<file path="src/logic/icache_pkg.sv">
//----------------------------------------
// Common widths and read helpers for the instruction cache
// Width encoding follows the CPU fetch port, 00 byte, 01 half, 10 word
//----------------------------------------
`default_nettype none

package icache_pkg;

    localparam int ADDR_W = 32;  // CPU and bus byte address
    localparam int DATA_W = 32;  // One cache word
    localparam int BL_W   = 10;  // Burst length field on the bus

    // Access size of a CPU read
    typedef enum logic [1:0] {
        BYTE = 2'b00,
        HALF = 2'b01,
        WORD = 2'b10
    } rd_width_e;

    //----------------------------------------
    // Lane select
    //----------------------------------------
    // Picks the addressed byte or half-word out of a word and zero-extends it
    function automatic logic [DATA_W-1:0] extract_lane(
        input rd_width_e         width,
        input logic [1:0]        lane,
        input logic [DATA_W-1:0] word
    );
        logic [DATA_W-1:0] res;
        case (width)
            BYTE:    res = DATA_W'(word[8*lane +: 8]);
            HALF:    res = DATA_W'(word[16*lane[1] +: 16]);  // lane[0] ignored
            default: res = word;                               // Full word
        endcase
        return res;
    endfunction

endpackage

`default_nettype wire
</file>
<file path="src/logic/line_fill_if.sv">
//----------------------------------------
// Refill write path into tag store and data RAM
//----------------------------------------
`timescale 1ns/1ps
`default_nettype none

interface line_fill_if
    import icache_pkg::*;
#(
    parameter int NUM_LINES  = 16,
    parameter int LINE_WORDS = 32
) ();

    localparam int IDX_W = $clog2(NUM_LINES);
    localparam int OFF_W = $clog2(LINE_WORDS);
    localparam int TAG_W = ADDR_W - OFF_W - 2;

    logic              fill_we;      // Word write strobe
    logic [IDX_W-1:0]  fill_line;    // Victim line
    logic [OFF_W-1:0]  fill_word;    // Word within line
    logic [DATA_W-1:0] fill_data;
    logic              fill_tag_we;  // Tag update after last word
    logic [TAG_W-1:0]  fill_tag;

    modport source (output fill_we, fill_line, fill_word, fill_data, fill_tag_we, fill_tag);
    modport sink   (input  fill_we, fill_line, fill_word, fill_data, fill_tag_we, fill_tag);

endinterface

`default_nettype wire

</file>
<file path="src/logic/icache_refill.sv">
//----------------------------------------
// Line refill over the burst bus
// mem_lack_i is expected together with the final mem_ack_i
//----------------------------------------
`timescale 1ns/1ps
`default_nettype none

module icache_refill
    import icache_pkg::*;
#(
    parameter int NUM_LINES  = 16,
    parameter int LINE_WORDS = 32
) (
    input  logic                         mclk,
    input  logic                         rst_n,
    input  logic                         refill_req_i,
    input  logic [ADDR_W-1:0]            refill_addr_i,
    input  logic [$clog2(NUM_LINES)-1:0] victim_idx_i,
    output logic                         refill_done_o,
    line_fill_if.source                  fill,
    output logic                         mem_stb_o,
    output logic [ADDR_W-1:0]            mem_adr_o,
    output logic [BL_W-1:0]              mem_bl_o,
    input  logic [DATA_W-1:0]            mem_dat_i,
    input  logic                         mem_ack_i,
    input  logic                         mem_lack_i
);

    localparam int IDX_W = $clog2(NUM_LINES);
    localparam int OFF_W = $clog2(LINE_WORDS);
    localparam int TAG_W = ADDR_W - OFF_W - 2;

    typedef enum logic [1:0] {R_IDLE, R_BURST, R_TAG, R_DONE} refill_state_e;

    refill_state_e    state_q;
    logic [IDX_W-1:0] victim_q;  // Slot being filled
    logic [TAG_W-1:0] tag_q;
    logic [OFF_W-1:0] word_q;    // Acked word count

    assign mem_bl_o = BL_W'(LINE_WORDS);  // Always a whole line

    // Fill port, one write per ack
    assign fill.fill_we     = (state_q == R_BURST) && mem_ack_i;
    assign fill.fill_line   = victim_q;
    assign fill.fill_word   = word_q;
    assign fill.fill_data   = mem_dat_i;
    assign fill.fill_tag_we = (state_q == R_TAG);
    assign fill.fill_tag    = tag_q;
    assign refill_done_o    = (state_q == R_DONE);

    //----------------------------------------
    // Burst sequencing
    //----------------------------------------
    always_ff @(posedge mclk or negedge rst_n) begin
        if (!rst_n) begin
            state_q   <= R_IDLE;
            mem_stb_o <= 1'b0;
            word_q    <= '0;
        end else begin
            case (state_q)
                R_IDLE: if (refill_req_i) begin
                    mem_stb_o <= 1'b1;
                    word_q    <= '0;
                    state_q   <= R_BURST;
                end
                R_BURST: if (mem_ack_i) begin
                    word_q <= word_q + 1'b1;  // Address order
                    if (mem_lack_i) begin
                        mem_stb_o <= 1'b0;
                        state_q   <= R_TAG;
                    end
                end
                R_TAG:   state_q <= R_DONE;   // Tag written this cycle
                default: state_q <= R_IDLE;   // R_DONE
            endcase
        end
    end

    // Request capture
    always_ff @(posedge mclk) begin
        if ((state_q == R_IDLE) && refill_req_i) begin
            victim_q  <= victim_idx_i;
            tag_q     <= refill_addr_i[ADDR_W-1 -: TAG_W];
            mem_adr_o <= {refill_addr_i[ADDR_W-1:OFF_W+2], {(OFF_W+2){1'b0}}};  // Line aligned
        end
    end

endmodule

`default_nettype wire

</file>
<file path="src/flat_wrapper.sv">
// flat-port wrapper written by rule: the top's interface ports become plain ports
module icache_refill_flat import icache_pkg::*;
#(
    parameter int NUM_LINES  = 16,
    parameter int LINE_WORDS = 32
)
  (mclk, rst_n, refill_req_i, refill_addr_i, victim_idx_i, refill_done_o, mem_stb_o, mem_adr_o, mem_bl_o, mem_dat_i, mem_ack_i, mem_lack_i, fill_fill_we, fill_fill_line, fill_fill_word, fill_fill_data, fill_fill_tag_we, fill_fill_tag);
  line_fill_if #(.NUM_LINES(NUM_LINES), .LINE_WORDS(LINE_WORDS)) fill_i ();
  input  logic mclk;
  input  logic rst_n;
  input  logic refill_req_i;
  input  logic [ADDR_W-1:0] refill_addr_i;
  input  logic [$clog2(NUM_LINES)-1:0] victim_idx_i;
  output logic refill_done_o;
  output logic mem_stb_o;
  output logic [ADDR_W-1:0] mem_adr_o;
  output logic [BL_W-1:0] mem_bl_o;
  input  logic [DATA_W-1:0] mem_dat_i;
  input  logic mem_ack_i;
  input  logic mem_lack_i;
  output wire logic [$bits(fill_i.fill_we)-1:0] fill_fill_we;
  output wire logic [$bits(fill_i.fill_line)-1:0] fill_fill_line;
  output wire logic [$bits(fill_i.fill_word)-1:0] fill_fill_word;
  output wire logic [$bits(fill_i.fill_data)-1:0] fill_fill_data;
  output wire logic [$bits(fill_i.fill_tag_we)-1:0] fill_fill_tag_we;
  output wire logic [$bits(fill_i.fill_tag)-1:0] fill_fill_tag;
  assign fill_fill_we = fill_i.fill_we;
  assign fill_fill_line = fill_i.fill_line;
  assign fill_fill_word = fill_i.fill_word;
  assign fill_fill_data = fill_i.fill_data;
  assign fill_fill_tag_we = fill_i.fill_tag_we;
  assign fill_fill_tag = fill_i.fill_tag;
  icache_refill #(.NUM_LINES(NUM_LINES), .LINE_WORDS(LINE_WORDS)) u_core (.mclk(mclk), .rst_n(rst_n), .refill_req_i(refill_req_i), .refill_addr_i(refill_addr_i), .victim_idx_i(victim_idx_i), .refill_done_o(refill_done_o), .fill(fill_i), .mem_stb_o(mem_stb_o), .mem_adr_o(mem_adr_o), .mem_bl_o(mem_bl_o), .mem_dat_i(mem_dat_i), .mem_ack_i(mem_ack_i), .mem_lack_i(mem_lack_i));
endmodule
</file>
<file path="config.mk">
export PLATFORM = sky130hd
export DESIGN_NAME = icache_refill_flat
export DESIGN_NICKNAME = d
export VERILOG_FILES = /design/src/logic/icache_pkg.sv /design/src/logic/line_fill_if.sv /design/src/logic/icache_refill.sv /design/src/flat_wrapper.sv
export SDC_FILE = /design/constraint.sdc
export NUM_CORES = 1
export LEC_CHECK = 0
export BUFFER_PORTS_ARGS = -buffer_cell sky130_fd_sc_hd__buf_2
export CAP_MARGIN = 20
export CELL_PAD_IN_SITES_DETAIL_PLACEMENT = 0
export CELL_PAD_IN_SITES_GLOBAL_PLACEMENT = 1
export CORE_UTILIZATION = 25
export DETAILED_ROUTE_END_ITERATION = 16
export PLACE_DENSITY_LB_ADDON = 0.1
export SYNTH_ARGS = -nofsm -noshare
export SYNTH_HDL_FRONTEND = slang
export SYNTH_SLANG_ARGS = --single-unit
</file>
<file path="constraint.sdc">
create_clock -name mclk -period 2.1 [get_ports mclk]
set_input_delay 0.105 -clock mclk [delete_from_list [all_inputs] [get_ports mclk]]
set_output_delay 0.105 -clock mclk [all_outputs]
set_load 0.05 [all_outputs]
</file>
==> key figures <==
Worst setup path
  – CP endpoint kind: primary output
  – Worst setup SP type: flop
  – CP Max Fanout: 10
  – Cell Chain, Critical Path: inv_1, ha_1, and2_1, buf_2
  – WP data arrival: 1.63 ns
  – Buf+Inv Stages, Crit Path: 2
  – Critical Path RT: 2.00 ns
  – Max incr delay on CP: 0.42 ns
  – CP max stage cell: dfrtp_1
  – Critical path type: flop to primary output
  – Family with the most delay on the worst path: flip-flops

Placement
  – Dpl cells: 298
  – Pre-CTS setup slack: 0.436 ns
  – Routability cong.: 0.716
  – IO buf count: 96
  – Hpwl dp: 2.71 mm

Floorplanning
  – Die area: 0.00821 mm²
  – Initial core utilization: 0.265
  – Chip Width: 90.6 µm
  – Core Box Area: 0.00741 mm²
  – Die Height: 90.6 µm
  – I/O pins: 185
  – Rows: 31

Layout
  – N_diodes: 0
  – Fin nets: 316
  – Layout Cells excl Fill: 336
  – Layout fillers: 764
  – Layout cell share with drive strength beyond 1: 0.443
  – Area Overhead vs Synth: 26.1%

Clock network
  – CTS tree: done
  – Clock latency on the worst-skew pair: 0.28 ns
  – CTS H-tree depth: 2
  – Max Root-Sink Buffers: 2
  – Post-CTS resize count: 0
  – CTS Root Cell: clkbuf_8
  – Clock Sinks: 37
  – Worst-path clk slew: 0.07 ns
  – Cts bufs inserted: 5

STA
  – Fmax: 0.576 GHz
  – Final hold violations: 0
  – Min cycle time layout: 1.74 ns
  – RSZ-0062 raised after global routing: false
  – Final setup vio count: 0
  – Hold slack: 0.182 ns
  – Post-route clock period utilization: 0.827
  – Fin. max-slew vios: 0
  – Final TNS setup: 0 ns
  – Setup slack after layout: 0.364 ns
  – Clk_skew: 0.00451 ns

Global routing
  – Total grt overflow: 0
  – Gr usage total: 0.0904
  – Vias in the first global route: 1224
  – Largest net degree at the start of global routing: 30
  – Initial antenna violation count: 0
  – First-pass GRT wire length: 5.83 mm

Synth
  – Netlist cell types: 22
  – Most area-consuming cells after synthesis: edfxtp_1, buf_4, dfrtp_1
  – Cells after synthesis: 163
  – Part of the Yosys area used for sequential elements: 0.546
  – Syn avg cell area: 12.0 µm²
  – Top cell type by total area after synthesis: edfxtp_1
  – Number of synthesized register bits: 37
  – Warnings, synthesis: 0
  – Mapped Area: 0.00196 mm²
  – Yosys top cell area share: 0.444

Routing
  – Wire length per cell: 11.2 µm
  – Vias per cell: 3.84
  – Drt drc: 0
  – Initial DRT Pass Iterations: 4
  – DRT antenna net count: 0
  – Starting DRC count in detailed routing: 46
  – Routed via count: 1290
  – Post-Route WL: 3.78 mm

Run
  – MaxCap Viol Count: 0

Pwr
  – Cell Int Power: 1.66 mW
  – Seq pwr share: 0.333
  – Clock power share: 0.188
  – Leakage: 1.15 nW
  – Net Sw Frac: 0.477
  – Psw: 1.51 mW
  – PwrDens: 1280 mW/mm²
  – Peak VDD IR: 0.000560 V
  – Combinational Power Share: 0.479

Hold path
  – HP Class: input port to flop

Status
  – Status: finished, final reports clean
[registers in the layout (all words and copies together) (netlist names)]
register,count
u_core.mem_adr_o,25
u_core.fill.fill_word,5
u_core.state_q,2
u_core.mem_stb_o,1
u_core.fill.fill_line,4
[routing by layer]
layer  part of all wire  wire length [µm]  track usage  up-vias
met1               0.40              1510       0.0941      575
met3               0.11               427       0.0412       22
li1                   -                 -            -      594
met5                  0                 0            0        -
met4              0.031               116       0.0470        0
met2               0.46              1720        0.152       99
[power by group through the flow]
stage	combinational, mW	clock, mW	sequential (mW)
after floorplan	1.05	0	1.49
after global placement	1.49	0	1.07
after detailed placement	1.48	0	1.08
after CTS	1.53	0.629	1.06
after global routing	1.61	0.653	1.08
final	1.52	0.599	1.06
[cells in the mapped netlist]
cell,number
a22o_1,2
o21bai_1,1
buf_2,2
buf_4,74
nor2b_1,1
nor2_1,3
ha_1,7
o21ai_0,7
nand2b_1,2
mux2_2,1
nand4_1,2
nand2_1,5
a21oi_1,2
xor2_1,2
conb_1,2
a31oi_1,1
edfxtp_1,29
mux2i_1,1
inv_1,4
dfrtp_1,8
nand3_1,3
and2_1,4
[stage by stage]
stage	total power [mW]	util	instance area (µm²)
2_1_floorplan	2.54	-	2020
3_3_place_gp	2.56	0.279	2070
3_5_place_dp	2.56	0.279	2070
4_1_cts	3.22	0.334	2480
5_1_grt	3.34	0.334	2480
6_report	3.18	0.334	2480
[tightest hold or removal path, stage by stage]
cell and delay [ns]:
buf_2 0.10, nand2_1 0.08, o21ai_0 0.07, o21ai_0 0.07
[cells by family after synthesis]
family	after synthesis	share of synthesized area
adder cells (fa/ha/maj)	7	0.0446
AO/OA/AOI/OAI	13	0.0389
other	2	0.00383
AND/OR/NAND/NOR	20	0.0516
multiplexers	2	0.0108
buffers and inverters	80	0.296
flip-flops	37	0.546
XOR/XNOR	2	0.00892
[final cells by class]
cell class / instances / area (µm²) / area share
inverters: 4 / 15.0 / 0.00606
well taps: 99 / 124 / 0.0500
clock inverters: 3 / 41.3 / 0.0167
repair buffers: 127 / 788 / 0.318
flip-flops and latches: 37 / 1070 / 0.433
clock buffers: 5 / 68.8 / 0.0278
multi-input cells: 61 / 368 / 0.149
[layout by cell type, fill, tap and decap left out, drive strengths merged]
cell / n
buf: 97
mux2: 1
nor2b: 1
edfxtp: 29
nor2: 3
xor2: 2
clkinv: 1
clkinvlp: 1
conb: 17
bufinv: 1
dfrtp: 8
nand2b: 2
nand2: 5
clkbuf: 5
nand4: 2
ha: 7
mux2i: 1
inv: 4
dlygate4sd3: 30
a21oi: 2
a22o: 2
o21bai: 1
o21ai: 7
a31oi: 1
nand3: 3
and2: 4
[path summary, 6_finish.rpt]
kind / from / to / cells after the start / slack [ns]
min in group asynchronous: rst_n / u_core.fill.fill_word[1]$_DFFE_PN0P_ / 2 / 0.19
max in group asynchronous: rst_n / u_core.mem_stb_o$_DFFE_PN0P_ / 2 / 1.72
max reg2reg: u_core.state_q[0]$_DFFE_PN0P_ / u_core.fill.fill_word[4]$_DFFE_PN0P_ / 6 / 0.45
min: mem_lack_i / u_core.mem_stb_o$_DFFE_PN0P_ / 4 / 0.18
max: u_core.state_q[1]$_DFFE_PN0P_ / fill_fill_we / 4 / 0.36
min reg2reg: u_core.mem_stb_o$_DFFE_PN0P_ / u_core.mem_stb_o$_DFFE_PN0P_ / 2 / 0.54
[repair_timing]
action | in CTS | in global routing
hold endpoints to repair | 37 | 0
hold buffers | 30 | 0
setup buffers | 0 | 0
Note: power is estimated with default switching activity, not from simulation.
