--- config.mk ---
export PLATFORM = sky130hd
export DESIGN_NAME = icache_ctrl
export DESIGN_NICKNAME = d
export VERILOG_FILES = /design/src/logic/icache_pkg.sv /design/src/logic/icache_ctrl.sv
export SDC_FILE = /design/constraint.sdc
export NUM_CORES = 1
export LEC_CHECK = 0
export ABC_AREA = 1
export BUFFER_PORTS_ARGS = -buffer_cell sky130_fd_sc_hd__buf_2
export CORE_ASPECT_RATIO = 0.6
export CORE_MARGIN = 3
export CORE_UTILIZATION = 39
export CTS_BUF_LIST = sky130_fd_sc_hd__clkbuf_16
export CTS_CLUSTER_SIZE = 16
export DETAILED_ROUTE_END_ITERATION = 8
export PLACE_DENSITY = 0.76
export SETUP_SLACK_MARGIN = 0.05
export SKIP_LAST_GASP = 1
export SLEW_MARGIN = 10
export SYNTH_ARGS = -nofsm -noshare
export SYNTH_HDL_FRONTEND = slang
export SYNTH_SLANG_ARGS = --single-unit
--- constraint.sdc ---
create_clock -name mclk -period 1.66 [get_ports mclk]
set_input_delay 0.332 -clock mclk [delete_from_list [all_inputs] [get_ports mclk]]
set_output_delay 0.332 -clock mclk [all_outputs]
set_load 0.02 [all_outputs]
--- src/logic/icache_pkg.sv ---
//----------------------------------------
// Common widths and read helpers for the instruction cache
// Width encoding follows the CPU fetch port, 00 byte, 01 half, 10 word
//----------------------------------------
`default_nettype none

package icache_pkg;

    localparam int ADDR_W = 32;  // CPU and bus byte address
    localparam int DATA_W = 32;  // One cache word
    localparam int BL_W   = 10;  // Burst length field on the bus

    // Access size of a CPU read
    typedef enum logic [1:0] {
        BYTE = 2'b00,
        HALF = 2'b01,
        WORD = 2'b10
    } rd_width_e;

    //----------------------------------------
    // Lane select
    //----------------------------------------
    // Picks the addressed byte or half-word out of a word and zero-extends it
    function automatic logic [DATA_W-1:0] extract_lane(
        input rd_width_e         width,
        input logic [1:0]        lane,
        input logic [DATA_W-1:0] word
    );
        logic [DATA_W-1:0] res;
        case (width)
            BYTE:    res = DATA_W'(word[8*lane +: 8]);
            HALF:    res = DATA_W'(word[16*lane[1] +: 16]);  // lane[0] ignored
            default: res = word;                               // Full word
        endcase
        return res;
    endfunction

endpackage

`default_nettype wire
--- src/logic/icache_ctrl.sv ---
//----------------------------------------
// CPU side FSM, one read in flight
// Hit returns cpu_rvalid_o three edges after acceptance
//----------------------------------------
`timescale 1ns/1ps
`default_nettype none

module icache_ctrl
    import icache_pkg::*;
#(
    parameter int NUM_LINES  = 16,
    parameter int LINE_WORDS = 32
) (
    input  logic                          mclk,
    input  logic                          rst_n,
    input  logic                          cpu_req_i,
    input  logic [ADDR_W-1:0]             cpu_addr_i,
    input  rd_width_e                     cpu_width_i,
    output logic                          cpu_ack_o,
    output logic [DATA_W-1:0]             cpu_rdata_o,
    output logic                          cpu_rvalid_o,
    output logic [ADDR_W-1:0]             lookup_addr_o,
    input  logic                          hit_i,
    input  logic [$clog2(NUM_LINES)-1:0]  hit_idx_i,
    output logic                          rd_en_o,
    output logic [$clog2(NUM_LINES)-1:0]  rd_line_o,
    output logic [$clog2(LINE_WORDS)-1:0] rd_word_o,
    input  logic [DATA_W-1:0]             rd_data_i,
    output logic                          refill_req_o,
    output logic [ADDR_W-1:0]             refill_addr_o,
    input  logic                          refill_done_i
);

    localparam int OFF_W = $clog2(LINE_WORDS);

    typedef enum logic [1:0] {S_IDLE, S_COMPARE, S_READ, S_REFILL} ctrl_state_e;

    ctrl_state_e       state_q;
    logic [ADDR_W-1:0] addr_q;     // Latched request
    rd_width_e         width_q;
    logic              rd_pend_q;  // RAM data lands next cycle

    assign cpu_ack_o     = (state_q == S_IDLE);
    assign lookup_addr_o = addr_q;
    assign refill_addr_o = addr_q;

    // Tags are stable during S_READ so the hit index still holds
    assign rd_en_o   = (state_q == S_READ);
    assign rd_line_o = hit_idx_i;
    assign rd_word_o = addr_q[OFF_W+1:2];

    always_ff @(posedge mclk or negedge rst_n) begin
        if (!rst_n) begin
            state_q      <= S_IDLE;
            refill_req_o <= 1'b0;
            rd_pend_q    <= 1'b0;
            cpu_rvalid_o <= 1'b0;
        end else begin
            refill_req_o <= 1'b0;       // Single cycle pulse
            rd_pend_q    <= (state_q == S_READ);
            cpu_rvalid_o <= rd_pend_q;
            case (state_q)
                S_IDLE:    if (cpu_req_i) state_q <= S_COMPARE;
                S_COMPARE: if (hit_i) begin
                    state_q <= S_READ;
                end else begin
                    refill_req_o <= 1'b1;  // Miss, fetch the line
                    state_q      <= S_REFILL;
                end
                S_READ:    state_q <= S_IDLE;
                default:   if (refill_done_i) state_q <= S_COMPARE;  // Retry as hit
            endcase
        end
    end

    // Request and result registers
    always_ff @(posedge mclk) begin
        if (cpu_req_i && cpu_ack_o) begin
            addr_q  <= cpu_addr_i;
            width_q <= cpu_width_i;
        end
        if (rd_pend_q)
            cpu_rdata_o <= extract_lane(width_q, addr_q[1:0], rd_data_i);
    end

endmodule

`default_nettype wire

==> summary.md, run 1 <==
| Metric | Value |
|---|---|
| Clk buf depth | 2 |
| Synthesized area | 3140 um2 |
| Commonest non-fill, non-tap cell in the layout | buf_2 |
| Largest net degree at the start of global routing | 34 |
| Netlist cell types | 17 |
| CP max FO | 3 |
| Crit share post-route | 0.930 |
| Min cycle time layout | 1540 ps |
| Fillers | 671 |
| DR vias/cell | 4.50 |
| IO Count | 184 |
| Initial Util | 0.417 |
| Area leader, netlist | edfxtp_1 |
| Final setup viols | 0 |
| Vias in the first global route | 2,224 |
| Layout cell share with drive strength beyond 1 | 0.525 |
| N_diodes | 0 |
| Clk root buf | clkbuf_16 |
| Synth Register Bits | 71 |
| Clock latency on the worst-skew pair | 330 ps |
| Share of the synthesized area in the top cell type | 0.631 |
| CTS tree | yes |
| Status | complete, no violations |
| Port Buf Inserts | 175 |
| Die Span Y | 75.5 um |
| Synth Warn # | 0 |
| Leakage | 2.04 nW |
| Worst Skew | 4.56 ps |
| DR iter-0 viols | 110 |
| Syn_nets | 352 |
| Drt drc | 0 |
| VDD IR-drop max | 0.807 mV |
| Critical Path Start Type | flop |
| Worst Path Required | 1330 ps |
| RSZ-0062 raised after global routing | false |
| Most frequent cells in the layout | buf_2, nand2_1, edfxtp_1 |
| Row cnt | 24 |
| Place WS | 261 ps |
| Fin. Hold Viols | 0 |
| Mapped Cells | 274 |
| Area growth syn-to-layout | 32.1% |
| Post-CTS sizing | 0 |
| Core Box Area | 7540 um2 |
| Relative slew slack | 0.703 |
| Horiz. Die Dim | 122 um |
| Critical-path top delay cell | dfrtp_1 |
| Antenna-violating nets left | 0 |
| Initial antenna violation count | 0 |
| Global route overflow | 0 |
| Clock transition at path regs | 60 ps |
| Power Dens Cells | 1580 nW/um2 |
| Max frequency | 0.648 GHz |
| First-pass GRT wire length | 11,400 um |
| DR WL/cell | 14.5 um |
| DP Wirelength | 6120 um |
| Max-cap violation count | 0 |
| CP max stage delay | 390 ps |
| CP endpoint kind | output port |
| Drt first pass iters | 4 |
| WS Path Type | reg -> out |
| H-tree Lvls | 3 |
| Sequential area share after synthesis | 0.670 |
| Total track usage | 0.169 |
| Crit path DAT | 1210 ps |
| Synth Area per Inst | 11.5 um2 |
| Total power | 6.55 mW |
| Cell Chain, Critical Path | inv_1, ha_1, buf_2 |
| Final core utilization | 0.551 |
| Measured slew at the worst slew-check pin | 446 ps |
| TNS Setup | 0 ps |
| Worst hold path class | in -> reg |
| Slew Limit Fails | 0 |
| Synth area leaders | edfxtp_1, nand2_1, buf_4 |
| Total wire length | 7690 um |
| Fin worst setup slack | 116 ps |
| Sink Count | 71 |
| Final nets | 498 |
| Die footprint | 9210 um2 |
| Via count | 2,382 |
| GPL Wtd Cong | 0.823 |
| Num CTS Buffers | 9 |
## path summary, 6_finish.rpt
| path | cells after the start | to | start | slack [ps] |
|---|---|---|---|---|
| min | 2 | refill_req_o$_DFF_PN0_ | hit_i | 170 |
| min reg2reg | 2 | state_q[0]$_DFFE_PN0P_ | state_q[0]$_DFFE_PN0P_ | 510 |
| max reg2reg | 5 | lookup_addr_o[27]$_DFFE_PP_ | state_q[1]$_DFFE_PN0P_ | 250 |
| max | 3 | rd_en_o | state_q[0]$_DFFE_PN0P_ | 120 |
| min in group asynchronous | 2 | refill_req_o$_DFF_PN0_ | rst_n | 350 |
| max in group asynchronous | 2 | state_q[0]$_DFFE_PN0P_ | rst_n | 1180 |
## per-stage QoR
stage | std cells | area, um2 | hold WS, ps
after floorplan | 274 | 3150 | 36.4
after global placement | 512 | 3850 | 146
after detailed placement | 512 | 3850 | 150
after CTS | 529 | 4150 | 156
after global routing | 529 | 4150 | 161
final | 529 | 4150 | 170
## cell families (layout without fill, tap and decap cells)
group | count (synthesis) | count (layout) | synth area share
AND/OR/NAND/NOR | 128 | 128 | 0.173
flip-flops | 71 | 71 | 0.670
buffers and inverters | 70 | 221 | 0.141
adder cells (fa/ha/maj) | 3 | 3 | 0.0119
AO/OA/AOI/OAI | 2 | 2 | 0.00318
## cell type report
| cell class | instances | area, um2 | share of cell area |
|---|---|---|---|
| clock buffers | 9 | 225 | 0.0542 |
| clock inverters | 7 | 65.1 | 0.0157 |
| inverters | 24 | 93.8 | 0.0226 |
| multi-input cells | 133 | 594 | 0.143 |
| flip-flops and latches | 71 | 2110 | 0.508 |
| well taps | 104 | 130 | 0.0313 |
| repair buffers | 181 | 936 | 0.225 |
## synthesized netlist by cell type
cell,n
nand2_1,93
buf_4,42
inv_2,13
nor2_4,1
nor2_2,2
o21ai_0,1
dfrtp_1,5
edfxtp_1,66
nand2_2,10
buf_2,1
ha_1,3
nand3_1,18
nand3b_1,1
a21oi_1,1
nor2_1,3
buf_6,3
inv_1,11
## timing repair
item	CTS	global route
setup buffers	0	0
endpoints found under the hold margin	5	0
hold buffers	1	0
## sequential cells by signal (all words and copies together) (netlist names)
signal / count
rd_pend_q: 1
cpu_rvalid_o: 1
refill_req_o: 1
state_q: 2
width_q: 2
cpu_rdata_o: 32
lookup_addr_o: 32
## metal layers
| metal | routed length, um | global-route usage | part of all wire |
|---|---|---|---|
| met5 | 0 | 0 | 0 |
| met4 | 126 | 0.0733 | 0.016 |
| met3 | 791 | 0.0616 | 0.10 |
| met2 | 3650 | 0.280 | 0.47 |
| met1 | 3120 | 0.205 | 0.41 |
## power by group
part	internal [mW]	total, mW	switching, mW
Combinational	0.614	2.06	1.44
Sequential	2.50	2.65	0.152
Clock	1.15	1.84	0.690
## worst max-delay path, delay by kind of cell, from the launching register on
kind	cells	cell delay, ps
DFF	1	390
buffers and inverters	2	280
adders and majority gates	1	220
No activity file was read; power rests on OpenSTA's default activity.
==> inputs of run 2 (changes only) <==
Clock period 1.66 ns to 1.4 ns, I/O delays scaled along.
==> summary.md, run 2 (synthesis gave the netlist of run 1 again) <==
| Metric | Value |
|---|---|
| Port Buf Inserts | 175 (unchanged) |
| Fin. Hold Viols | 0 (unchanged) |
| Die Span Y | 75.5 um (unchanged) |
| Place WS | 115 ps (-146 ps) |
| Initial Util | 0.417 (unchanged) |
| Initial antenna violation count | 0 (unchanged) |
| TNS Setup | -5.16 ps (-5.16 ps) |
| Area growth syn-to-layout | 37.1% |
| Total wire length | 7850 um (+2.1%) |
| Global route overflow | 0 (unchanged) |
| Fillers | 677 (+0.89%) |
| Status | finished, violations left |
| VDD IR-drop max | 1.05 mV (+30%) |
| DP Wirelength | 5990 um (-2.1%) |
| Measured slew at the worst slew-check pin | 372 ps (-73.7 ps) |
| Flop-to-flop setup slack | 60 ps (-190 ps) |
| GPL Wtd Cong | 0.817 (-0.63%) |
| Total track usage | 0.166 (-0.00384) |
| Fin worst setup slack | -5.16 ps (-121 ps) |
| Leakage | 2.10 nW (+3.0%) |
| Worst Skew | 4.42 ps (-0.141 ps) |
| DR WL/cell | 14.5 um (about the same) |
| Drt first pass iters | 4 (unchanged) |
| Clk buf depth | 2 (unchanged) |
| Row cnt | 24 (unchanged) |
| N_diodes | 0 (unchanged) |
| Critical-path top delay cell | dfrtp_1 |
| H-tree Lvls | 3 (unchanged) |
| First-pass GRT wire length | 11,200 um (-1.7%) |
| Max frequency | 0.712 GHz |
| Min cycle time layout | 1410 ps |
| Layout cell share with drive strength beyond 1 | 0.550 (+0.0258) |
| Sink Count | 71 (unchanged) |
| Clock transition at path regs | 50 ps (about the same) |
| DR iter-0 viols | 101 (-8.2%) |
| Drt drc | 0 (unchanged) |
| WS Path Type | reg -> out |
| Worst hold path class | in -> reg |
| Most frequent cells in the layout | buf_2, nand2_1, edfxtp_1 |
| Clock latency on the worst-skew pair | 320 ps (about the same) |
| Die footprint | 9210 um2 (unchanged) |
| Commonest non-fill, non-tap cell in the layout | buf_2 |
| Final nets | 509 (+2.2%) |
| Slew Limit Fails | 0 (unchanged) |
| CP max stage delay | 430 ps (+40 ps) |
| Clk root buf | clkbuf_16 |
| Total power | 7.94 mW (+21%) |
| Horiz. Die Dim | 122 um (unchanged) |
| Via count | 2,405 (+0.97%) |
| Cell Chain, Critical Path | inv_2, ha_4, buf_6 |
| Failing checks | negative setup slack |
| Relative slew slack | 0.752 (+0.0488) |
| Crit path DAT | 1130 ps (-80 ps) |
| Num CTS Buffers | 9 (unchanged) |
| Register area | 2110 um2 (unchanged) |
| CP endpoint kind | output port |
| Crit share post-route | 1.00 |
| Hold depth | 2 (unchanged) |
| IO Count | 184 (unchanged) |
| DR vias/cell | 4.45 (-1.1%) |
| Antenna-violating nets left | 0 (unchanged) |
| CP max FO | 3 (unchanged) |
| Worst Path Required | 1120 ps (-210 ps) |
| Core Box Area | 7540 um2 (unchanged) |
| Final non-filler cell area | 4310 um2 (+3.8%) |
| RSZ-0062 raised after global routing | true |
| Largest net degree at the start of global routing | 34 (unchanged) |
| Vias in the first global route | 2,179 (-2.0%) |
| Placed cell areas | 3900 um2 (+1.2%) |
| Max-cap violation count | 0 (unchanged) |
| Power Dens Cells | 1840 nW/um2 (+17%) |
| Critical Path Start Type | flop |
| Final setup viols | 1 (+1) |
| CTS tree | yes |
| Multi-input gate area | 639 um2 (+7.6%) |
| Register-to-Register Path Depth | 5 (unchanged) |
[run 2: cell count changes in the layout (fill, tap and decap cells not counted), moves of 2 or more]
cell      previous run  this run
buf_2              175       171
ha_4                 0         3
buf_6                0         6
ha_1                 2         0
buf_4                4        11
nand2_2             10        13
inv_1               11         9
clkinv_1             0         2
nand2_1             93        90
[run 2: worst paths after layout]
kind / startpoint / endpoint
min reg2reg: state_q[1]$_DFFE_PN0P_ / state_q[1]$_DFFE_PN0P_
max reg2reg: state_q[1]$_DFFE_PN0P_ / lookup_addr_o[23]$_DFFE_PP_
min: hit_i / refill_req_o$_DFF_PN0_
max: state_q[1]$_DFFE_PN0P_ / cpu_ack_o
min in group asynchronous: rst_n / state_q[0]$_DFFE_PN0P_
max in group asynchronous: rst_n / refill_req_o$_DFF_PN0_
[run 2: layout make-up]
class                      count  share of cell area
sequential                    71               0.489
timing repair buffer         192               0.251
multi-input combinational    133               0.148
clock buffer                   9              0.0522
tap                          104              0.0302
inverter                      24              0.0224
clock inverter                 7             0.00726
[run 2: worst max-delay path: cells and delay by family, from the launching register on]
family                     cells  cell delay (ps)
adders and majority gates      1              170
buffers and inverters          2              200
DFF                            1              430
[run 2: timing repair]
action,CTS,global route
buffers inserted,6,0
gates resized for setup,6,13
hold endpoints to repair,5,0
endpoints found under the setup margin,5,38
pin swaps,1,3
hold buffers,1,0
cloned,0,2
[run 2: power by group]
part / internal [mW] / switching [mW]
Sequential: 2.96 / 0.191
Combinational: 1.01 / 1.83
Clock: 1.16 / 0.776
[run 2: metrics by stage]
stage | utilization | std cells | hold WS [ps]
after floorplan | - | 274 | -15.6
after global placement | 0.517 | 515 | 95.1
after detailed placement | 0.517 | 515 | 98.7
after CTS | 0.562 | 538 | 111
after global routing | 0.572 | 540 | 114
final | 0.572 | 540 | 126
[run 2: routing by layer]
metal  wire (um)  track usage  vias up  share of wire
li1            -            -     1170              -
met3         841       0.0638        5           0.11
met4          51       0.0447        0         0.0065
met2        3820        0.280      119           0.49
met5           0            0        -              0
met1        3140        0.203     1111           0.40
