### src/logic/icache_pkg.sv
//----------------------------------------
// Common widths and read helpers for the instruction cache
// Width encoding follows the CPU fetch port, 00 byte, 01 half, 10 word
//----------------------------------------
`default_nettype none

package icache_pkg;

    localparam int ADDR_W = 32;  // CPU and bus byte address
    localparam int DATA_W = 32;  // One cache word
    localparam int BL_W   = 10;  // Burst length field on the bus

    // Access size of a CPU read
    typedef enum logic [1:0] {
        BYTE = 2'b00,
        HALF = 2'b01,
        WORD = 2'b10
    } rd_width_e;

    //----------------------------------------
    // Lane select
    //----------------------------------------
    // Picks the addressed byte or half-word out of a word and zero-extends it
    function automatic logic [DATA_W-1:0] extract_lane(
        input rd_width_e         width,
        input logic [1:0]        lane,
        input logic [DATA_W-1:0] word
    );
        logic [DATA_W-1:0] res;
        case (width)
            BYTE:    res = DATA_W'(word[8*lane +: 8]);
            HALF:    res = DATA_W'(word[16*lane[1] +: 16]);  // lane[0] ignored
            default: res = word;                               // Full word
        endcase
        return res;
    endfunction

endpackage

`default_nettype wire
### src/logic/line_fill_if.sv
//----------------------------------------
// Refill write path into tag store and data RAM
//----------------------------------------
`timescale 1ns/1ps
`default_nettype none

interface line_fill_if
    import icache_pkg::*;
#(
    parameter int NUM_LINES  = 16,
    parameter int LINE_WORDS = 32
) ();

    localparam int IDX_W = $clog2(NUM_LINES);
    localparam int OFF_W = $clog2(LINE_WORDS);
    localparam int TAG_W = ADDR_W - OFF_W - 2;

    logic              fill_we;      // Word write strobe
    logic [IDX_W-1:0]  fill_line;    // Victim line
    logic [OFF_W-1:0]  fill_word;    // Word within line
    logic [DATA_W-1:0] fill_data;
    logic              fill_tag_we;  // Tag update after last word
    logic [TAG_W-1:0]  fill_tag;

    modport source (output fill_we, fill_line, fill_word, fill_data, fill_tag_we, fill_tag);
    modport sink   (input  fill_we, fill_line, fill_word, fill_data, fill_tag_we, fill_tag);

endinterface

`default_nettype wire

### src/logic/icache_tag_store.sv
//----------------------------------------
// Fully associative tags with FIFO replacement
// NUM_LINES must be a power of two, at least 2
//----------------------------------------
`timescale 1ns/1ps
`default_nettype none

module icache_tag_store
    import icache_pkg::*;
#(
    parameter int NUM_LINES  = 16,
    parameter int LINE_WORDS = 32
) (
    input  logic                         mclk,
    input  logic                         rst_n,
    line_fill_if.sink                    fill,
    input  logic [ADDR_W-1:0]            lookup_addr_i,
    output logic                         hit_o,
    output logic [$clog2(NUM_LINES)-1:0] hit_idx_o,
    output logic [$clog2(NUM_LINES)-1:0] victim_idx_o
);

    localparam int IDX_W = $clog2(NUM_LINES);
    localparam int OFF_W = $clog2(LINE_WORDS);
    localparam int TAG_W = ADDR_W - OFF_W - 2;

    logic [TAG_W-1:0]     tag_q [NUM_LINES];
    logic [NUM_LINES-1:0] valid_q;
    logic [IDX_W-1:0]     victim_q;            // Oldest line, next to go
    logic [TAG_W-1:0]     lookup_tag;

    assign lookup_tag   = lookup_addr_i[ADDR_W-1 -: TAG_W];
    assign victim_idx_o = victim_q;

    //----------------------------------------
    // Parallel compare
    //----------------------------------------
    always_comb begin
        hit_o     = 1'b0;
        hit_idx_o = '0;
        for (int i = 0; i < NUM_LINES; i++) begin
            if (valid_q[i] && (tag_q[i] == lookup_tag)) begin
                hit_o     = 1'b1;
                hit_idx_o = IDX_W'(i);  // At most one entry matches
            end
        end
    end

    // Valid bits and replacement pointer
    always_ff @(posedge mclk or negedge rst_n) begin
        if (!rst_n) begin
            valid_q  <= '0;
            victim_q <= '0;
        end else if (fill.fill_tag_we) begin
            valid_q[fill.fill_line] <= 1'b1;
            if (victim_q == IDX_W'(NUM_LINES - 1))
                victim_q <= '0;                   // Wrap to first slot
            else
                victim_q <= victim_q + 1'b1;
        end
    end

    always_ff @(posedge mclk) begin
        if (fill.fill_tag_we)
            tag_q[fill.fill_line] <= fill.fill_tag;
    end

endmodule

`default_nettype wire

### src/flat_wrapper.sv
// flat-port wrapper written by rule: the top's interface ports become plain ports
module icache_tag_store_flat import icache_pkg::*;
#(
    parameter int NUM_LINES  = 16,
    parameter int LINE_WORDS = 32
)
  (mclk, rst_n, lookup_addr_i, hit_o, hit_idx_o, victim_idx_o, fill_fill_we, fill_fill_line, fill_fill_word, fill_fill_data, fill_fill_tag_we, fill_fill_tag);
  line_fill_if #(.NUM_LINES(NUM_LINES), .LINE_WORDS(LINE_WORDS)) fill_i ();
  input  logic mclk;
  input  logic rst_n;
  input  logic [ADDR_W-1:0] lookup_addr_i;
  output logic hit_o;
  output logic [$clog2(NUM_LINES)-1:0] hit_idx_o;
  output logic [$clog2(NUM_LINES)-1:0] victim_idx_o;
  input wire logic [$bits(fill_i.fill_we)-1:0] fill_fill_we;
  input wire logic [$bits(fill_i.fill_line)-1:0] fill_fill_line;
  input wire logic [$bits(fill_i.fill_word)-1:0] fill_fill_word;
  input wire logic [$bits(fill_i.fill_data)-1:0] fill_fill_data;
  input wire logic [$bits(fill_i.fill_tag_we)-1:0] fill_fill_tag_we;
  input wire logic [$bits(fill_i.fill_tag)-1:0] fill_fill_tag;
  assign fill_i.fill_we = fill_fill_we;
  assign fill_i.fill_line = fill_fill_line;
  assign fill_i.fill_word = fill_fill_word;
  assign fill_i.fill_data = fill_fill_data;
  assign fill_i.fill_tag_we = fill_fill_tag_we;
  assign fill_i.fill_tag = fill_fill_tag;
  icache_tag_store #(.NUM_LINES(NUM_LINES), .LINE_WORDS(LINE_WORDS)) u_core (.mclk(mclk), .rst_n(rst_n), .fill(fill_i), .lookup_addr_i(lookup_addr_i), .hit_o(hit_o), .hit_idx_o(hit_idx_o), .victim_idx_o(victim_idx_o));
endmodule
### config.mk
export PLATFORM = sky130hd
export DESIGN_NAME = icache_tag_store_flat
export DESIGN_NICKNAME = d
export VERILOG_FILES = /design/src/logic/icache_pkg.sv /design/src/logic/line_fill_if.sv /design/src/logic/icache_tag_store.sv /design/src/flat_wrapper.sv
export SDC_FILE = /design/constraint.sdc
export NUM_CORES = 1
export LEC_CHECK = 0
export BUFFER_PORTS_ARGS = -buffer_cell sky130_fd_sc_hd__buf_2
export CAP_MARGIN = 20
export CORE_MARGIN = 5
export CORE_UTILIZATION = 65
export CTS_CLUSTER_SIZE = 10
export DETAILED_ROUTE_END_ITERATION = 12
export GPL_TIMING_DRIVEN = 0
export PLACE_DENSITY = 0.84
export SYNTH_ARGS = -nofsm -noshare
export SYNTH_HDL_FRONTEND = slang
export SYNTH_SLANG_ARGS = --single-unit
### constraint.sdc
create_clock -name mclk -period 3.1 [get_ports mclk]
set_input_delay 0.155 -clock mclk [delete_from_list [all_inputs] [get_ports mclk]]
set_output_delay 0.155 -clock mclk [all_outputs]
set_load 0.02 [all_outputs]
==> impl_metrics.tcl, run 1 <==
set metrics [dict create \
    status "finished with violations" \
    violations "negative setup slack" \
    wire_per_inst_um 29.84 \
    clk-insertion-delay-late_ns 0.54 \
    syn_area_per_cell_um2 16.44 \
    rsz0062_at_grt "true" \
    mostFrequentLayoutCells "400 x edfxtp_1, 253 x xor2_1, 143 x xnor2_1" \
    port_buffers 39 \
    cp.arrival_ns 3.26 \
    routed_wl_um 47950 \
    overflow 0 \
    yosys_warnings 0 \
    syn_inst 1092 \
    fin_area_um2 20470 \
    final_antenna_net_count 0 \
    numClockSinks 420 \
    io_pins 111 \
    fin_util 0.7554 \
    dr.pass1.iters 5 \
    fmax_mhz 293.2 \
    cts_buffer_depth 3 \
    setup_ws_ns -0.3101 \
    syn2layout_area_growth_pct 14.07 \
    vdd_drop_max_mv 0.4918 \
    gp_congestion 0.8888 \
    grt_pass1_wl_um 68350 \
    placed_area_um2 18960 \
    setup_viol_count_final 2 \
    path_max_fanout 2 \
    synth_nets 1195 \
    hpwlAfterDp_um 29060 \
    vias_per_cell 6.312 \
    initial_core_util 0.6623 \
    layout_min_cycle_time_ns 3.410 \
    max-slew-margin-rel 0.4077 \
    leakage_nw 6.905 \
    track_usage 0.3116 \
    cts_made_buffers 47 \
    synth_area_um2 17950 \
    synth-seq-area-share 0.6971 \
    crit_path_start_kind "register" \
    criticalPathCategory "register to output port" \
    timing.hold.ws_ns 0.03856 \
    multi_input_area_um2 5090 \
    synth_seq_cells 420 \
    dp_cells 1521 \
    num_rows 60 \
    final_common_cell "edfxtp_1" \
    dieArea_um2 31040 \
    nets 1307 \
    total_power_mw 12.32 \
    synth.distinct_cells 43 \
    htree_levels 2 \
    worstPathRequired_ns 2.94 \
    vias 10140 \
    max_cap_viol_count 0 \
    grt_pass1_vias 10200 \
    post-route-period-util 1.100 \
    cts_tree "built" \
    regArea_um2 12510 \
    die_w_um 176.2 \
    grt_antenna_before_repair 2 \
    finalSetupTns_ns -0.5898 \
    path_clk_slew_ns 0.05 \
    fillers 1502 \
    tightest_slew_ns 0.8875 \
    die_y_um 176.2 \
    drv_slew 0 \
    core_area_um2 27100 \
    p_per_area_nw_per_um2 601.8 \
    hold_class "primary input to register" \
    clockRootBuffer "clkbuf_16" \
    finalNonFillerCells 1607 \
    grt_max_degree 27 \
    critPathCaptureType "output port" \
    timing_hold_violations_final 0 \
    r2r_cells 2 \
    drc 0 \
    whs_path_depth 2 \
    antenna_cells 0 \
    post-place-ws_ns -0.3145 \
    drt_iter0_markers 1671 \
    clock_skew_ns 0.01244 \
    final_layout_size_suffix_gt1_frac 0.1862 \
]
## worst paths after layout
check,from,to,slack [ns]
max,u_core.tag_q[3][0]$_DFFE_PP_,hit_idx_o[0],-0.31
min,fill_fill_tag_we,u_core.victim_idx_o[0]$_DFFE_PN0P_,0.04
max reg2reg,u_core.victim_idx_o[0]$_DFFE_PN0P_,u_core.victim_idx_o[1]$_DFFE_PN0P_,2.03
min reg2reg,u_core.valid_q[15]$_DFFE_PN0P_,u_core.valid_q[15]$_DFFE_PN0P_,0.46
max in group asynchronous,rst_n,u_core.valid_q[7]$_DFFE_PN0P_,2.32
min in group asynchronous,rst_n,u_core.valid_q[15]$_DFFE_PN0P_,0.26
## power by group
part | switching (mW) | leakage [nW] | total (mW) | internal (mW)
combinational | 0.636 | 2.46 | 0.985 | 0.348
sequential | 0.0908 | 3.83 | 6.48 | 6.39
clock | 2.04 | 0.622 | 4.85 | 2.81
total | 2.77 | 6.91 | 12.3 | 9.55
## timing repair
| item | in CTS | in global routing |
|---|---|---|
| hold buffers | 1 | 0 |
| pin swaps | 11 | 10 |
| resized for setup | 17 | 12 |
| buffers inserted | 4 | 1 |
| hold endpoints to repair | 20 | 0 |
| endpoints found under the setup margin | 5 | 4 |
## sequential cells by signal, summed over array words and instances, names as in the netlist
register and count:
u_core.victim_idx_o 4, u_core.valid_q 16, u_core.tag_q 400
## cell families after synthesis
kind of cell	after synthesis	share of synthesized area
buffers and inverters	56	0.03144
flip-flops	420	0.6971
multiplexers	1	0.0006274
AND/OR/NAND/NOR	199	0.06825
AO/OA/AOI/OAI	15	0.005856
XOR/XNOR	400	0.1960
adder cells (fa/ha/maj)	1	0.0006970
## critical path, cell delays in order, from the launching register on
cell and delay (ns):
edfxtp_1 0.43, xnor2_2 0.16, nand4_1 0.18, nor4_4 0.50, nand4_1 0.28, buf_4 0.22
a21bo_1 0.20, a21boi_2 0.07, o21ai_2 0.19, a21oi_2 0.09, o221ai_2 0.21, buf_4 0.19
## cell usage after synthesis, drive strengths merged
library cell | count | area share
a2111oi | 1 | 0.00049
a21bo | 1 | 0.00056
a21boi | 1 | 0.00042
a21o | 1 | 0.00042
a21oi | 2 | 0.00056
a31oi | 1 | 0.00035
a41o | 1 | 0.00056
buf | 50 | 0.030
clkbuf | 1 | 0.00021
dfrtp | 20 | 0.028
edfxtp | 400 | 0.67
ha | 1 | 0.00070
inv | 5 | 0.0010
mux2 | 1 | 0.00063
nand2 | 10 | 0.0021
nand2b | 2 | 0.00070
nand3 | 20 | 0.0056
nand3b | 2 | 0.00084
nand4 | 50 | 0.020
nor2 | 13 | 0.0027
nor3 | 16 | 0.0053
nor4 | 66 | 0.024
o2111ai | 1 | 0.00049
o211ai | 1 | 0.00042
o21ai | 4 | 0.0011
o221ai | 1 | 0.00049
or2 | 17 | 0.0059
or2b | 1 | 0.00049
or3b | 1 | 0.00049
or4 | 1 | 0.00042
xnor2 | 145 | 0.071
xor2 | 255 | 0.12
## layer usage
metal,share of wire,routed length (um),track usage
met1,0.35,16700,0.4242
met4,0.041,1950,0.1124
met3,0.14,6787,0.08116
met2,0.47,22490,0.4941
met5,0.00027,13,0
## cell type report
cell class,count,area share
inverters,5,0.0009167
flip-flops and latches,420,0.6111
repair buffers,63,0.02622
well taps,372,0.02273
plain buffers,51,0.02665
multi-input cells,616,0.2486
clock inverters,1,0.0004278
clock buffers,79,0.06331
Note: power is estimated with default switching activity, not from simulation.
==> run 2, diff against run 1 <==
--- a/config.mk
+++ b/config.mk
@@ -7,7 +7,7 @@
 export LEC_CHECK = 0
 export BUFFER_PORTS_ARGS = -buffer_cell sky130_fd_sc_hd__buf_2
 export CAP_MARGIN = 20
-export CORE_MARGIN = 5
+export CORE_MARGIN = 4
 export CORE_UTILIZATION = 65
 export CTS_CLUSTER_SIZE = 10
 export DETAILED_ROUTE_END_ITERATION = 12
==> impl_metrics.tcl, run 2 (synthesis results as in run 1) <==
set metrics [dict create \
    status "finished, final reports clean" \
    crit_chain "xnor2_1 -> nand4_1 -> nor4_4 -> nand4_1 -> nand2_1 -> nand3_1 -> nand3_1 -> a31oi_1 -> o211ai_1 -> buf_4" \
    cp_slowest_cell "nor4_4" \
    dp_cells 1490 \
    gp_congestion 0.8806 \
    numClockSinks 420 \
    max_stage_delay_ns 0.40 \
    final_antenna_net_count 0 \
    finalNonFillerCells 1581 \
    clock_skew_ns 0.008503 \
    io_pins 111 \
    leakage_nw 6.989 \
    swShare 0.2292 \
    top_register "u_core.tag_q" \
    crit_path_start_kind "register" \
    track_usage 0.3136 \
    max-slew-margin-rel 0.2574 \
    drv_slew 0 \
    die_w_um 174.2 \
    final_common_cell "edfxtp_1" \
    hold_class "primary input to register" \
    p_switching_mw 2.871 \
    grt_antenna_before_repair 0 \
    rsz0062_at_grt "true" \
    largest_reg_flops 400 \
    antenna_cells 0 \
    drc 0 \
    nets 1305 \
    cts_tree "built" \
    criticalPathCategory "register to output port" \
    p_int_mw 9.658 \
    syn2layout_area_growth_pct 14.79 \
    setup_viol_count_final 0 \
    initial_core_util 0.6641 \
    regArea_um2 12510 \
    vias_per_cell 6.441 \
    layout_min_cycle_time_ns 3.083 \
    pwr-share-seq 0.517 \
    mostFrequentLayoutCells "400 x edfxtp_1, 252 x xor2_1, 144 x xnor2_1" \
    fmax_mhz 324.4 \
    worstPathRequired_ns 2.94 \
    drt_iter0_markers 1547 \
    post-route-period-util 0.9944 \
    timing.hold.ws_ns 0.02355 \
    grt_pass1_vias 10220 \
    hpwlAfterDp_um 28850 \
    num_rows 60 \
    tightest_slew_ns 1.104 \
    grt_pass1_wl_um 67940 \
    vdd_drop_max_mv 0.4686 \
    critPathCaptureType "output port" \
    clockRootBuffer "clkbuf_16" \
    core_area_um2 27030 \
    cts_buffer_depth 3 \
    max_cap_viol_count 0 \
    total_power_mw 12.53 \
    fillers 1420 \
    grt_max_degree 27 \
    port_buffers 39 \
    multi_input_area_um2 5186 \
    dr.pass1.iters 7 \
    pwr-share-clk 0.403 \
    cts_made_buffers 48 \
    final_layout_size_suffix_gt1_frac 0.1919 \
    die_y_um 174.2 \
    dieArea_um2 30340 \
    path_clk_slew_ns 0.05 \
    wire_per_inst_um 30.08 \
    p_per_area_nw_per_um2 608.1 \
    vias 10180 \
    cp.arrival_ns 2.93 \
    clk-insertion-delay-late_ns 0.56 \
    routed_wl_um 47560 \
    htree_levels 2 \
    overflow 0 \
    power_frac_comb 0.079 \
    path_max_fanout 2 \
    timing_hold_violations_final 0 \
]
==> run 2: cell types whose count changed in the layout (fill, tap and decap cells not counted), moves of 2 or more <==
cell / previous run / this run
nor3_1: 6 / 3
buf_8: 16 / 14
clkinv_8: 0 / 3
buf_6: 34 / 39
nor4_2: 7 / 12
nor3_4: 1 / 5
buf_4: 21 / 16
clkbuf_1: 33 / 37
nor4_1: 57 / 51
==> run 2: final timing paths <==
check / start / end / slack, ns / depth (start not counted)
min in group asynchronous: rst_n / u_core.valid_q[8]$_DFFE_PN0P_ / 0.23 / 2
max in group asynchronous: rst_n / u_core.valid_q[1]$_DFFE_PN0P_ / 2.36 / 2
worst min register to register: u_core.valid_q[9]$_DFFE_PN0P_ / u_core.valid_q[9]$_DFFE_PN0P_ / 0.46 / 1
worst max-delay path: u_core.tag_q[3][14]$_DFFE_PP_ / hit_idx_o[1] / 0.02 / 10
worst max register to register: u_core.victim_idx_o[0]$_DFFE_PN0P_ / u_core.victim_idx_o[1]$_DFFE_PN0P_ / 2.00 / 2
worst min-delay path: fill_fill_tag_we / u_core.victim_idx_o[0]$_DFFE_PN0P_ / 0.02 / 2
==> run 2: power groups by stage <==
stage                     combinational (mW)  clock, mW  sequential, mW
after floorplan                        0.536          0            6.60
after global placement                 0.900          0            6.59
after detailed placement               0.945          0            6.59
after CTS                              0.966       5.05            6.48
after global routing                    1.05       5.35            6.50
final                                  0.994       5.05            6.48
==> run 2: per-layer routing <==
layer  share of wire  vias to the layer above  global-route usage  wire, um
li1                -                     4205                   -         -
met1            0.36                     5089              0.4253     17110
met2            0.47                      763              0.4932     22130
met3            0.13                      126             0.09004      6406
met4           0.040                        0              0.1128      1913
met5               0                        -                   0         0
==> run 2: what timing repair did <==
action                                 in CTS  in global routing
buffers inserted                            0                  2
cloned                                      0                  0
pin swaps                                   5                 23
hold buffers                                1                  0
endpoints found under the hold margin      20                  0
resized for setup                          12                 34
setup endpoints to repair                   5                  5
==> run 2: layout make-up <==
type	instances	share of cell area
Sequential cell	420	0.6073
Multi-Input combinational cell	616	0.2517
Clock buffer	84	0.06486
Buffer	51	0.02648
Timing Repair Buffer	60	0.02526
Tap cell	341	0.02071
Clock inverter	4	0.002793
Inverter	5	0.0009109
==> run 2: worst max-delay path, delay by kind of cell (launching register included) <==
kind	cells	cell delay (ns)
AO/OA/AOI/OAI	2	0.48
AND/OR/NAND/NOR	6	1.12
XOR/XNOR	1	0.17
flip-flops	1	0.39
buffers and inverters	1	0.22
==> run 2: per-stage QoR <==
stage          setup slack (ns)  instance area (um2)  TNS (ns)    util
2_1_floorplan            0.2926                17950         0       -
3_3_place_gp            -0.8695                18580    -66.43  0.6873
3_5_place_dp            0.06575                18920         0  0.7000
4_1_cts                0.001387                20390         0  0.7546
5_1_grt                -0.01309                20600  -0.01309  0.7624
6_report                0.01737                20600         0  0.7624
==> run 3, diff against run 2 <==
--- a/config.mk
+++ b/config.mk
@@ -5,9 +5,9 @@
 export SDC_FILE = /design/constraint.sdc
 export NUM_CORES = 1
 export LEC_CHECK = 0
-export BUFFER_PORTS_ARGS = -buffer_cell sky130_fd_sc_hd__buf_2
+export BUFFER_PORTS_ARGS = -buffer_cell sky130_fd_sc_hd__buf_4
 export CAP_MARGIN = 20
-export CORE_MARGIN = 4
+export CORE_MARGIN = 10
 export CORE_UTILIZATION = 65
 export CTS_CLUSTER_SIZE = 10
 export DETAILED_ROUTE_END_ITERATION = 12
==> impl_metrics.tcl, run 3 (synthesis results as in run 1) <==
set metrics [dict create \
    post-route-period-util 1.016 \
    met3_usage 0.06888 \
    largest_reg_flops 400 \
    grt_max_degree 27 \
    tightest_slew_ns 0.9070 \
    r2r-end "u_core.victim_idx_o[1]$_DFFE_PN0P_" \
    numClockSinks 420 \
    rsz0062_at_grt "true" \
    post-place-ws_ns 0.02846 \
    fin_util 0.7622 \
    r2r_cells 2 \
    dp_cells 1490 \
    p_per_area_nw_per_um2 603.5 \
    reg2reg_slack_ns 2.00 \
    criticalPathCategory "register to output port" \
    vias_per_cell 6.517 \
    placed_area_um2 18990 \
    overflow 0 \
    leakage_nw 6.968 \
    track_usage 0.2829 \
    final_layout_size_suffix_gt1_frac 0.1852 \
    fmax_mhz 317.6 \
    hpwlAfterDp_um 29110 \
    initial_core_util 0.6641 \
    dieArea_um2 34660 \
    fin_area_um2 20600 \
    fillers 1478 \
    crit_path_start_kind "register" \
    whs_path_depth 1 \
    reg2reg_from "u_core.victim_idx_o[0]$_DFFE_PN0P_" \
    final_antenna_net_count 0 \
    cts_made_buffers 47 \
    drc 0 \
    wire_per_inst_um 30.40 \
    vias 10350 \
    setup_ws_ns -0.04897 \
    syn2layout_area_growth_pct 14.76 \
    cp.arrival_ns 2.99 \
    grt_pass1_wl_um 69480 \
    regArea_um2 12510 \
    path_clk_slew_ns 0.06 \
    htree_levels 2 \
    clk-insertion-delay-late_ns 0.55 \
    num_rows 60 \
    status "finished with violations" \
    setup_viol_count_final 2 \
    max_cap_viol_count 0 \
    cts_tree "built" \
    die_w_um 186.2 \
    clock_skew_ns 0.007856 \
    port_buffers 39 \
    top_register "u_core.tag_q" \
    worstPathRequired_ns 2.94 \
    grt_util_met2 0.4363 \
    multi_input_area_um2 5082 \
    min_from "fill_fill_tag[15]" \
    final_common_cell "edfxtp_1" \
    path_max_fanout 2 \
    nets 1315 \
    critPathCaptureType "output port" \
    finalNonFillerCells 1588 \
    vdd_drop_max_mv 0.4586 \
    finalSetupTns_ns -0.06700 \
    grt_pass1_vias 10400 \
    gp_congestion 0.9146 \
    use_met1 0.3867 \
    grt_busiest_layer "met2" \
    mostFrequentLayoutCells "400 x edfxtp_1, 253 x xor2_1, 143 x xnor2_1" \
    clockRootBuffer "clkbuf_16" \
    cts_buffer_depth 3 \
    core_area_um2 27030 \
    hold_class "primary input to register" \
    io_pins 111 \
    min_to "u_core.tag_q[8][15]$_DFFE_PP_" \
    layout_min_cycle_time_ns 3.149 \
    die_y_um 186.2 \
    timing.hold.ws_ns 0.006121 \
    antenna_cells 0 \
    total_power_mw 12.43 \
    drv_slew 0 \
    timing_hold_violations_final 0 \
    routed_wl_um 48270 \
    max-slew-margin-rel 0.3897 \
    drt_iter0_markers 1855 \
    violations "negative setup slack" \
    grt_antenna_before_repair 0 \
    dr.pass1.iters 5 \
]
## run 3: cell type report
type                       count  area share
buffer                        51     0.02648
clock buffer                  81     0.06329
clock inverter                 3    0.001276
inverter                       5   0.0009111
multi-input combinational    616      0.2467
sequential                   420      0.6074
tap                          341     0.02071
timing repair buffer          71     0.03317
## run 3: how the worst max path moves through the flow
| stage | depth (start not counted) | from | to | slack, ns |
|---|---|---|---|---|
| after global routing | 10 | u_core.tag_q[3][7]$_DFFE_PP_ | hit_idx_o[0] | -0.13 |
| after CTS | 10 | u_core.tag_q[3][0]$_DFFE_PP_ | hit_idx_o[0] | -0.006 |
| after detailed placement | 12 | lookup_addr_i[22] | hit_idx_o[0] | 0.03 |
| final | 10 | u_core.tag_q[3][24]$_DFFE_PP_ | hit_idx_o[0] | -0.05 |
| after floorplan | 3 | fill_fill_tag_we | u_core.tag_q[4][0]$_DFFE_PP_ | 0.29 |
| after global placement | 3 | fill_fill_tag_we | u_core.tag_q[8][7]$_DFFE_PP_ | -0.88 |
## run 3: worst max-delay path, cell delays in order, from the launching register on
cell	delay (ns)
edfxtp_1	0.39
xnor2_1	0.19
nand4_1	0.17
nor4_4	0.48
nand4_1	0.21
a21bo_1	0.25
a21boi_2	0.08
o21ai_2	0.19
a21oi_2	0.09
o221ai_2	0.25
buf_6	0.17
## run 3: report_power, final
group / internal [mW] / total [mW] / switching [mW] / leakage [nW]
Combinational: 0.379 / 1.02 / 0.640 / 2.51
Sequential: 6.39 / 6.48 / 0.0939 / 3.83
Clock: 2.84 / 4.93 / 2.09 / 0.633
Total: 9.61 / 12.4 / 2.83 / 6.97
## run 3: what timing repair did
action                                  in CTS  in global routing
endpoints found under the setup margin       5                  3
endpoints found under the hold margin       76                  0
gates resized for setup                     17                 10
hold buffers                                10                  0
buffers inserted                             2                  2
pin swaps                                   13                 17
## run 3: metal layers
| metal | vias up | share of wire |
|---|---|---|
| met2 | 872 | 0.46 |
| li1 | 4221 | - |
| met5 | - | 0 |
| met4 | 0 | 0.035 |
| met3 | 133 | 0.14 |
| met1 | 5123 | 0.36 |
